===== src/rtl/mem_pkg.sv =====
// memory access package with operation and state encodings, widths and credit limit
`default_nettype none

package mem_pkg;

  // data and address width
  localparam int DATA_W = 32;
  // destination register index width
  localparam int REG_ADDR_W = 5;
  // byte lanes on the memory bus
  localparam int SEL_W = 4;

  // credits granted by memory after reset
  localparam int CREDIT_MAX = 2;
  localparam int CREDIT_W = $clog2(CREDIT_MAX + 1);
  localparam logic [CREDIT_W-1:0] CREDIT_INIT = CREDIT_W'(CREDIT_MAX);

  // bit 3 marks a store
  typedef enum logic [3:0] {
    LB  = 4'h0,
    LBU = 4'h1,
    LH  = 4'h2,
    LHU = 4'h3,
    LW  = 4'h4,
    SB  = 4'h8,
    SH  = 4'h9,
    SW  = 4'ha
  } mem_op_e;

  typedef enum logic [1:0] {
    IDLE      = 2'd0,
    ISSUE     = 2'd1,
    WAIT_RESP = 2'd2,
    WRITEBACK = 2'd3
  } mem_state_e;

endpackage

`default_nettype wire


===== src/rtl/mem_lane_if.sv =====
// lane interface carrying the held operation and address offset to the lane logic
`timescale 1ns/1ps
`default_nettype none

interface mem_lane_if;

  // registered operation of the request in flight
  mem_pkg::mem_op_e op;
  // low address bits pick the byte lanes
  logic [1:0] addr_low;
  // size and offset disagree
  logic misaligned;

  modport fsm (
    output op,
    output addr_low,
    input  misaligned
  );

  // both lane blocks read op and offset, only the store decode drives misaligned
  modport lane (
    input  op,
    input  addr_low,
    output misaligned
  );

endinterface

`default_nettype wire


===== src/rtl/mem_credit_counter.sv =====
// credit counter tracking how many bus requests memory can still accept
`timescale 1ns/1ps
`default_nettype none

module mem_credit_counter (
  input  wire  mem_addr_read_ready,
  input  wire  mem_re_o,
  input  wire  spend_i,
  input  wire  return_i,
  output logic credit_avail_o
);

  logic [mem_pkg::CREDIT_W-1:0] count_q;

  // a spend and a return in the same cycle cancel
  always_ff @(posedge mem_addr_read_ready or negedge mem_re_o)
  begin
    if (!mem_re_o)
    begin
      count_q <= mem_pkg::CREDIT_INIT;
    end
    else if (spend_i && !return_i)
    begin
      count_q <= count_q - 1'b1;
    end
    else if (return_i && !spend_i)
    begin
      count_q <= count_q + 1'b1;
    end
  end

  assign credit_avail_o = (count_q != '0);

  // memory never hands back a credit that was not spent
  a_no_overflow: assert property (@(posedge mem_addr_read_ready) disable iff (!mem_re_o)
    return_i |-> (count_q != mem_pkg::CREDIT_INIT))
    else $error("credit returned while count is full");

  // the sequencer only spends what it holds
  a_no_underflow: assert property (@(posedge mem_addr_read_ready) disable iff (!mem_re_o)
    spend_i |-> (count_q != '0))
    else $error("credit spent at zero");

endmodule

`default_nettype wire


===== src/rtl/mem_access_fsm.sv =====
// access sequencer that takes a request, spends a credit, waits for memory and writes back
`timescale 1ns/1ps
`default_nettype none

module mem_access_fsm (
  input  wire                                mem_addr_read_ready,
  input  wire                                mem_re_o,
  input  wire                                req_valid_i,
  input  mem_pkg::mem_op_e                   req_op_i,
  input  wire  [mem_pkg::DATA_W-1:0]         req_addr_i,
  input  wire  [mem_pkg::DATA_W-1:0]         req_wdata_i,
  input  wire  [mem_pkg::REG_ADDR_W-1:0]     req_rd_i,
  input  wire                                credit_avail_i,
  input  wire                                bus_rdata_valid_i,
  input  wire                                bus_wr_ack_i,
  input  wire  [mem_pkg::DATA_W-1:0]         aligned_load_i,
  output logic                               req_ready_o,
  output logic                               bus_req_o,
  output logic                               bus_we_o,
  output logic [mem_pkg::DATA_W-1:0]         bus_addr_o,
  output logic [mem_pkg::DATA_W-1:0]         store_word_o,
  output logic                               wb_valid_o,
  output logic                               wb_we_o,
  output logic [mem_pkg::REG_ADDR_W-1:0]     wb_rd_o,
  output logic [mem_pkg::DATA_W-1:0]         wb_data_o,
  output logic                               wb_err_o,
  mem_lane_if.fsm                            lane
);

  mem_pkg::mem_state_e state_q;
  mem_pkg::mem_state_e state_d;

  mem_pkg::mem_op_e                op_q;
  logic [mem_pkg::DATA_W-1:0]      addr_q;
  logic [mem_pkg::DATA_W-1:0]      wdata_q;
  logic [mem_pkg::REG_ADDR_W-1:0]  rd_q;
  logic [mem_pkg::DATA_W-1:0]      wb_data_q;
  logic                            is_store;
  logic                            resp_done;

  assign is_store  = op_q inside {mem_pkg::SB, mem_pkg::SH, mem_pkg::SW};
  // loads finish on read data, stores on the write ack
  assign resp_done = is_store ? bus_wr_ack_i : bus_rdata_valid_i;

  always_comb
  begin
    state_d = state_q;
    case (state_q)
      mem_pkg::IDLE:
      begin
        if (req_valid_i)
        begin
          state_d = mem_pkg::ISSUE;
        end
      end
      mem_pkg::ISSUE:
      begin
        // misaligned skips the bus entirely
        if (lane.misaligned)
        begin
          state_d = mem_pkg::WRITEBACK;
        end
        else if (credit_avail_i)
        begin
          state_d = mem_pkg::WAIT_RESP;
        end
      end
      mem_pkg::WAIT_RESP:
      begin
        if (resp_done)
        begin
          state_d = mem_pkg::WRITEBACK;
        end
      end
      default:
      begin
        state_d = mem_pkg::IDLE;
      end
    endcase
  end

  always_ff @(posedge mem_addr_read_ready or negedge mem_re_o)
  begin
    if (!mem_re_o)
    begin
      state_q <= mem_pkg::IDLE;
    end
    else
    begin
      state_q <= state_d;
    end
  end

  // request payload and load result
  always_ff @(posedge mem_addr_read_ready)
  begin
    if (req_valid_i && req_ready_o)
    begin
      op_q      <= req_op_i;
      addr_q    <= req_addr_i;
      wdata_q   <= req_wdata_i;
      rd_q      <= req_rd_i;
      wb_data_q <= '0;
    end
    else if ((state_q == mem_pkg::WAIT_RESP) && bus_rdata_valid_i)
    begin
      wb_data_q <= aligned_load_i;
    end
  end

  assign lane.op       = op_q;
  assign lane.addr_low = addr_q[1:0];

  assign req_ready_o  = (state_q == mem_pkg::IDLE);
  assign bus_req_o    = (state_q == mem_pkg::ISSUE) && credit_avail_i && !lane.misaligned;
  assign bus_we_o     = is_store;
  assign bus_addr_o   = addr_q;
  assign store_word_o = wdata_q;

  assign wb_valid_o = (state_q == mem_pkg::WRITEBACK);
  assign wb_we_o    = wb_valid_o && !is_store && !lane.misaligned;
  assign wb_err_o   = wb_valid_o && lane.misaligned;
  assign wb_rd_o    = rd_q;
  assign wb_data_o  = wb_data_q;

  // one pulse per request, always followed by the wait for memory
  a_req_in_issue: assert property (@(posedge mem_addr_read_ready) disable iff (!mem_re_o)
    bus_req_o |-> (state_q == mem_pkg::ISSUE) ##1 (state_q == mem_pkg::WAIT_RESP))
    else $error("bus request outside issue");

  // memory only answers a request that is outstanding
  a_resp_in_wait: assert property (@(posedge mem_addr_read_ready) disable iff (!mem_re_o)
    (bus_rdata_valid_i || bus_wr_ack_i) |-> (state_q == mem_pkg::WAIT_RESP))
    else $error("response strobe outside wait");

endmodule

`default_nettype wire


===== src/rtl/store_lane_decode.sv =====
// store lane decode producing byte enables, replicated store data and the alignment check
`timescale 1ns/1ps
`default_nettype none

module store_lane_decode (
  input  wire  [mem_pkg::DATA_W-1:0] wdata_i,
  output logic [mem_pkg::SEL_W-1:0]  sel_o,
  output logic [mem_pkg::DATA_W-1:0] store_word_o,
  mem_lane_if.lane                   lane
);

  logic [mem_pkg::SEL_W-1:0] byte_sel;
  logic [mem_pkg::SEL_W-1:0] half_sel;

  // one lane per byte offset
  assign byte_sel = mem_pkg::SEL_W'(1) << lane.addr_low;
  // low or high pair
  assign half_sel = lane.addr_low[1] ? 4'b1100 : 4'b0011;

  always_comb
  begin
    sel_o           = 4'b1111;
    store_word_o    = '0;
    lane.misaligned = 1'b0;
    case (lane.op)
      mem_pkg::LB, mem_pkg::LBU:
      begin
        sel_o = byte_sel;
      end
      mem_pkg::SB:
      begin
        sel_o        = byte_sel;
        store_word_o = {4{wdata_i[7:0]}};
      end
      mem_pkg::LH, mem_pkg::LHU:
      begin
        sel_o           = half_sel;
        lane.misaligned = lane.addr_low[0];
      end
      mem_pkg::SH:
      begin
        sel_o           = half_sel;
        store_word_o    = {2{wdata_i[15:0]}};
        lane.misaligned = lane.addr_low[0];
      end
      mem_pkg::SW:
      begin
        store_word_o    = wdata_i;
        lane.misaligned = (lane.addr_low != 2'b00);
      end
      default:
      begin
        // LW, full word
        lane.misaligned = (lane.addr_low != 2'b00);
      end
    endcase
  end

endmodule

`default_nettype wire


===== src/rtl/load_data_align.sv =====
// load aligner that picks the addressed byte or halfword and extends it
`timescale 1ns/1ps
`default_nettype none

module load_data_align (
  input  wire  [mem_pkg::DATA_W-1:0] rdata_i,
  output logic [mem_pkg::DATA_W-1:0] load_o,
  mem_lane_if.lane                   lane
);

  logic [7:0]  byte_val;
  logic [15:0] half_val;

  // byte lane from the offset, half from bit 1
  assign byte_val = rdata_i[8*lane.addr_low +: 8];
  assign half_val = rdata_i[16*lane.addr_low[1] +: 16];

  always_comb
  begin
    case (lane.op)
      mem_pkg::LB:
      begin
        load_o = {{24{byte_val[7]}}, byte_val};
      end
      mem_pkg::LBU:
      begin
        load_o = {24'h0, byte_val};
      end
      mem_pkg::LH:
      begin
        load_o = {{16{half_val[15]}}, half_val};
      end
      mem_pkg::LHU:
      begin
        load_o = {16'h0, half_val};
      end
      mem_pkg::LW:
      begin
        load_o = rdata_i;
      end
      default:
      begin
        // stores write nothing back
        load_o = '0;
      end
    endcase
  end

endmodule

`default_nettype wire


===== src/rtl/mem_stage_top.sv =====
// memory stage top joining sequencer, credit counter and lane logic
`timescale 1ns/1ps
`default_nettype none

module mem_stage_top (
  input  wire                                mem_addr_read_ready,
  input  wire                                mem_re_o,
  input  wire                                req_valid_i,
  input  mem_pkg::mem_op_e                   req_op_i,
  input  wire  [mem_pkg::DATA_W-1:0]         req_addr_i,
  input  wire  [mem_pkg::DATA_W-1:0]         req_wdata_i,
  input  wire  [mem_pkg::REG_ADDR_W-1:0]     req_rd_i,
  input  wire                                credit_return_i,
  input  wire  [mem_pkg::DATA_W-1:0]         bus_rdata_i,
  input  wire                                bus_rdata_valid_i,
  input  wire                                bus_wr_ack_i,
  output logic                               req_ready_o,
  output logic                               bus_req_o,
  output logic                               bus_we_o,
  output logic [mem_pkg::DATA_W-1:0]         bus_addr_o,
  output logic [mem_pkg::SEL_W-1:0]          bus_sel_o,
  output logic [mem_pkg::DATA_W-1:0]         bus_wdata_o,
  output logic                               wb_valid_o,
  output logic                               wb_we_o,
  output logic [mem_pkg::REG_ADDR_W-1:0]     wb_rd_o,
  output logic [mem_pkg::DATA_W-1:0]         wb_data_o,
  output logic                               wb_err_o
);

  logic                       credit_avail;
  logic [mem_pkg::DATA_W-1:0] store_word;
  logic [mem_pkg::DATA_W-1:0] aligned_load;

  mem_lane_if lane_if ();

  mem_access_fsm u_fsm (
    .mem_addr_read_ready (mem_addr_read_ready),
    .mem_re_o            (mem_re_o),
    .req_valid_i         (req_valid_i),
    .req_op_i            (req_op_i),
    .req_addr_i          (req_addr_i),
    .req_wdata_i         (req_wdata_i),
    .req_rd_i            (req_rd_i),
    .credit_avail_i      (credit_avail),
    .bus_rdata_valid_i   (bus_rdata_valid_i),
    .bus_wr_ack_i        (bus_wr_ack_i),
    .aligned_load_i      (aligned_load),
    .req_ready_o         (req_ready_o),
    .bus_req_o           (bus_req_o),
    .bus_we_o            (bus_we_o),
    .bus_addr_o          (bus_addr_o),
    .store_word_o        (store_word),
    .wb_valid_o          (wb_valid_o),
    .wb_we_o             (wb_we_o),
    .wb_rd_o             (wb_rd_o),
    .wb_data_o           (wb_data_o),
    .wb_err_o            (wb_err_o),
    .lane                (lane_if.fsm)
  );

  // every bus request spends one credit
  mem_credit_counter u_credit (
    .mem_addr_read_ready (mem_addr_read_ready),
    .mem_re_o            (mem_re_o),
    .spend_i             (bus_req_o),
    .return_i            (credit_return_i),
    .credit_avail_o      (credit_avail)
  );

  store_lane_decode u_store (
    .wdata_i      (store_word),
    .sel_o        (bus_sel_o),
    .store_word_o (bus_wdata_o),
    .lane         (lane_if.lane)
  );

  load_data_align u_load (
    .rdata_i (bus_rdata_i),
    .load_o  (aligned_load),
    .lane    (lane_if.lane)
  );

endmodule

`default_nettype wire


===== config.mk =====
export PLATFORM = sky130hd
export DESIGN_NAME = mem_stage_top
export DESIGN_NICKNAME = d
export VERILOG_FILES = /design/src/rtl/mem_pkg.sv /design/src/rtl/mem_lane_if.sv /design/src/rtl/mem_credit_counter.sv /design/src/rtl/mem_access_fsm.sv /design/src/rtl/store_lane_decode.sv /design/src/rtl/load_data_align.sv /design/src/rtl/mem_stage_top.sv
export SDC_FILE = /design/constraint.sdc
export NUM_CORES = 1
export LEC_CHECK = 0
export ABC_AREA = 1
export CAP_MARGIN = 20
export CORE_MARGIN = 5
export CORE_UTILIZATION = 50
export DETAILED_ROUTE_END_ITERATION = 8
export DONT_BUFFER_PORTS = 1
export GPL_TIMING_DRIVEN = 0
export PLACE_DENSITY = 0.68
export SLEW_MARGIN = 0
export SYNTH_ARGS = -nofsm -noshare
export SYNTH_HDL_FRONTEND = slang
export SYNTH_SLANG_ARGS = --single-unit

===== constraint.sdc =====
create_clock -name mem_addr_read_ready -period 3.2 [get_ports mem_addr_read_ready]
set_input_delay 0.48 -clock mem_addr_read_ready [delete_from_list [all_inputs] [get_ports mem_addr_read_ready]]
set_output_delay 0.48 -clock mem_addr_read_ready [all_outputs]
set_load 0.005 [all_outputs]

==> summary.md <==
| Metric | Value |
|---|---|
| Yosys top cell area share | `a little under half` |
| Crit start category | `flip-flop` |
| Cell total after placement | `between 600 and 700` |
| Grt ovf | `0` |
| DRT Wirelength | `between 10,000 and 15,000 µm` |
| Max-cap violations | `0` |
| Global Route Usage Sum | `a little over a fifth` |
| Post-Syn Instances | `between 500 and 600` |
| Via/cell ratio | `about 5.2` |
| Final setup viols | `0` |
| Layout area overhead | `8.00%` |
| Top FF cell, synth | `edfxtp_1` |
| WS Path Type | `flip-flop to primary output` |
| Vias | `3,625` |
| Status | `completed` |
| Post-cts sizing count | `0` |
| Die X | `109 µm` |
| EDFF count, synth | `73` |
| Crit Path Max Fanout | `8` |
| Final instance area | `0.00525 mm²` |
| Worst-path clk slew | `~0.10 ns` |
| Pleak | `2.16 nW` |
| Fin Setup TNS | `0 ns` |
| Most common cell in the netlist | `nand2_1` |
| Post-route ant nets | `0` |
| Slowest CP cell | `edfxtp_1` |
| Synth area leaders | `edfxtp_1 45%, nand2_1 14%, dfxtp_1 13%` |
| CP arrival | `between 2 and 2.5 ns` |
| Area occupied by registers | `between 0.002 and 0.003 mm²` |
| Port Buffers | `0` |
| Net count, final | `roughly 670` |
| Number of unique standard cell types used by synthesis | `30` |
| Worst r2r path cells | `13` |
| Worst hold stages | `0` |
| Filler cells | `around 900` |
| Core Region | `between 0.009 and 0.01 mm²` |
| Clk sinks | `109` |
| Initial antenna violation count | `0` |
| Root buffer cell | `clkbuf_8` |
| Final core occ | `approximately 54%` |
| Register area share after synthesis | `between 60% and 70%` |
| Post-route clock period utilization | `78.3%` |
| Mean Syn Cell Area | `about 9 µm²` |
| Post-route DRC | `0` |
| Vias in the first global route | `roughly 3,600` |
| Post-synth ARST share | `3.67%` |
| Initial Utilization | `50.4%` |
| Clock Skew | `about 0.010 ns` |
| Fraction of layout cells with a size suffix above 1 | `7.17%` |
| Row cnt | `36` |
| Global-route wire length before repair | `about 19,000 µm` |
| DP HPWL | `around 9900 µm` |
| Worst slew margin | `60.6%` |
| Post-Syn Nets | `656` |
| RSZ-0062 raised after global routing | `false` |
| CTS tree | `yes` |
| Final min period | `2.51 ns` |
| Initial drt markers | `between 200 and 300` |
| DP Area | `between 0.005 and 0.006 mm²` |
| Die Y-Extent | `approximately 110 µm` |
| Warnings from Yosys | `0` |
| Non-Filler Instances | `691` |
| Slew @ Worst Pin | `around 0.59 ns` |
| Worst hold-check slack | `~0.2 ns` |
| Worst-path cell chain | `inv_2 > nand2_1 > nor3_2 > nand2_1 > o21ai_0 > inv_1 > o21ai_0` |
| Fmax | `between 300 and 400 MHz` |
| Yosys top cell by area | `edfxtp_1` |
| N_diodes | `0` |
| Longest Clk Path Bufs | `2` |
| 1st-pass router iterations | `6` |
| DR WL/cell | `18.4 µm` |
| Synth cell count leaders | `183 x nand2_1, 73 x edfxtp_1, 60 x inv_1, 37 x a21oi_1, 36 x nand3_1` |
| Peak VDD IR | `between 0.3 and 0.4 mV` |
| PwrDens | `a little over 700 mW/mm²` |
| Ports | `~220` |
| Total CTS buffers | `9` |
| Pins Over Slew Limit | `0` |
| Post-synthesis cell area | `0.00486 mm²` |
| Worst EP required | `2.72 ns` |
| Largest net degree at the start of global routing | `61` |
| Global placement routability congestion | `0.898` |
| Seq cells post-synth | `between 100 and 150` |
| Full die area | `0.0118 mm²` |
| Worst path max stage delay | `around 0.52 ns` |
| H-tree levels | `3` |
| Hold Crit Class | `input pin to flip-flop` |
| Final Hold Viols | `0` |
| CP Capture Type | `primary output` |
| Worst-skew pair later-pin latency | `between 0.3 and 0.4 ns` |
| Area of the multi-input gates | `around 0.0016 mm²` |
stage by stage:
stage          setup WS, ns  total power [mW]
6_report              0.693              3.70
5_1_grt               0.469              3.96
4_1_cts               0.658              3.75
3_5_place_dp          0.927              2.97
3_3_place_gp          0.339              2.93
2_1_floorplan         0.858              2.70
metal layers:
| layer | routed length, µm | vias to the layer above | global-route usage [%] |
|---|---|---|---|
| li1 | - | 1786 | - |
| met1 | 4730 | 1632 | 24.8 |
| met2 | 6200 | 191 | 35.3 |
| met3 | 1550 | 16 | 9.95 |
| met4 | 237 | 0 | 8.39 |
| met5 | 0 | - | 0 |
worst max-delay path: cells and delay by family, from the launching register on:
family / cells / cell delay (ns)
compound gates: 2 / 0.24
buf+inv: 2 / 0.21
flops: 1 / 0.52
simple gates: 3 / 0.68
repair_timing:
item,4_1_cts,5_1_grt
endpoints found under the hold margin,4,0
buffers inserted,0,0
hold buffers,1,0
power breakdown:
group / switching [mW] / total [mW] / internal [mW]
registers: 0.190 / 2.05 / 1.86
clock network: 0.474 / 0.773 / 0.299
logic: 0.613 / 0.884 / 0.272
total: 1.28 / 3.70 / 2.43
final timing paths:
kind,slack (ns),to,startpoint
min in group asynchronous,0.37,u_fsm.state_q[1]$_DFFE_PN0P_,mem_re_o
hold / removal,0.20,u_fsm.store_word_o[5]$_DFFE_PP_,req_wdata_i[5]
hold reg to reg,0.49,u_fsm.wb_data_o[31]$_SDFFE_PP0P_,u_fsm.wb_data_o[31]$_SDFFE_PP0P_
max in group asynchronous,2.59,u_credit.count_q[1]$_DFFE_PN1P_,mem_re_o
setup / recovery,0.69,bus_wdata_o[31],u_fsm.lane.op[1]$_DFFE_PP_
setup reg to reg,0.95,u_credit.count_q[1]$_DFFE_PN1P_,u_fsm.lane.op[0]$_DFFE_PP_
layout make-up:
type,instances,area share [%]
tap,133,3.17
clock buffer,10,2.43
multi-input combinational,343,29.7
timing repair buffer,2,0.715
buffer,21,2.22
sequential,109,55.9
inverter,67,4.84
clock inverter,6,1.02
sequential cells by signal, indices dropped and copies added, names as in the netlist:
register            count
u_credit.count_q        2
u_fsm.store_word_o     32
u_fsm.lane.op           4
u_fsm.bus_addr_o       32
u_fsm.wb_data_o        32
u_fsm.wb_rd_o           5
u_fsm.state_q           2
cell usage in the layout (no fill, tap or decap), types with 5 or more instances in the layout:
| master | instances |
|---|---|
| clkbuf_1 | 10 |
| nor2_1 | 22 |
| clkbuf_8 | 9 |
| dfxtp_1 | 32 |
| o22ai_1 | 7 |
| inv_2 | 6 |
| edfxtp_1 | 73 |
| nand3_1 | 36 |
| a21oi_1 | 37 |
| ha_1 | 5 |
| inv_1 | 60 |
| o21ai_0 | 34 |
| nand2_1 | 183 |
cell families after synthesis:
kind of cell               synth area share, %
and+or+nand+nor                           21.3
DFF                                       60.3
buffers and inverters                     7.54
AOI/OAI and AO/OA                         9.16
adders and majority gates                 1.29
xor gates and xnor gates                 0.360
Note: power is estimated with default switching activity, not from simulation.
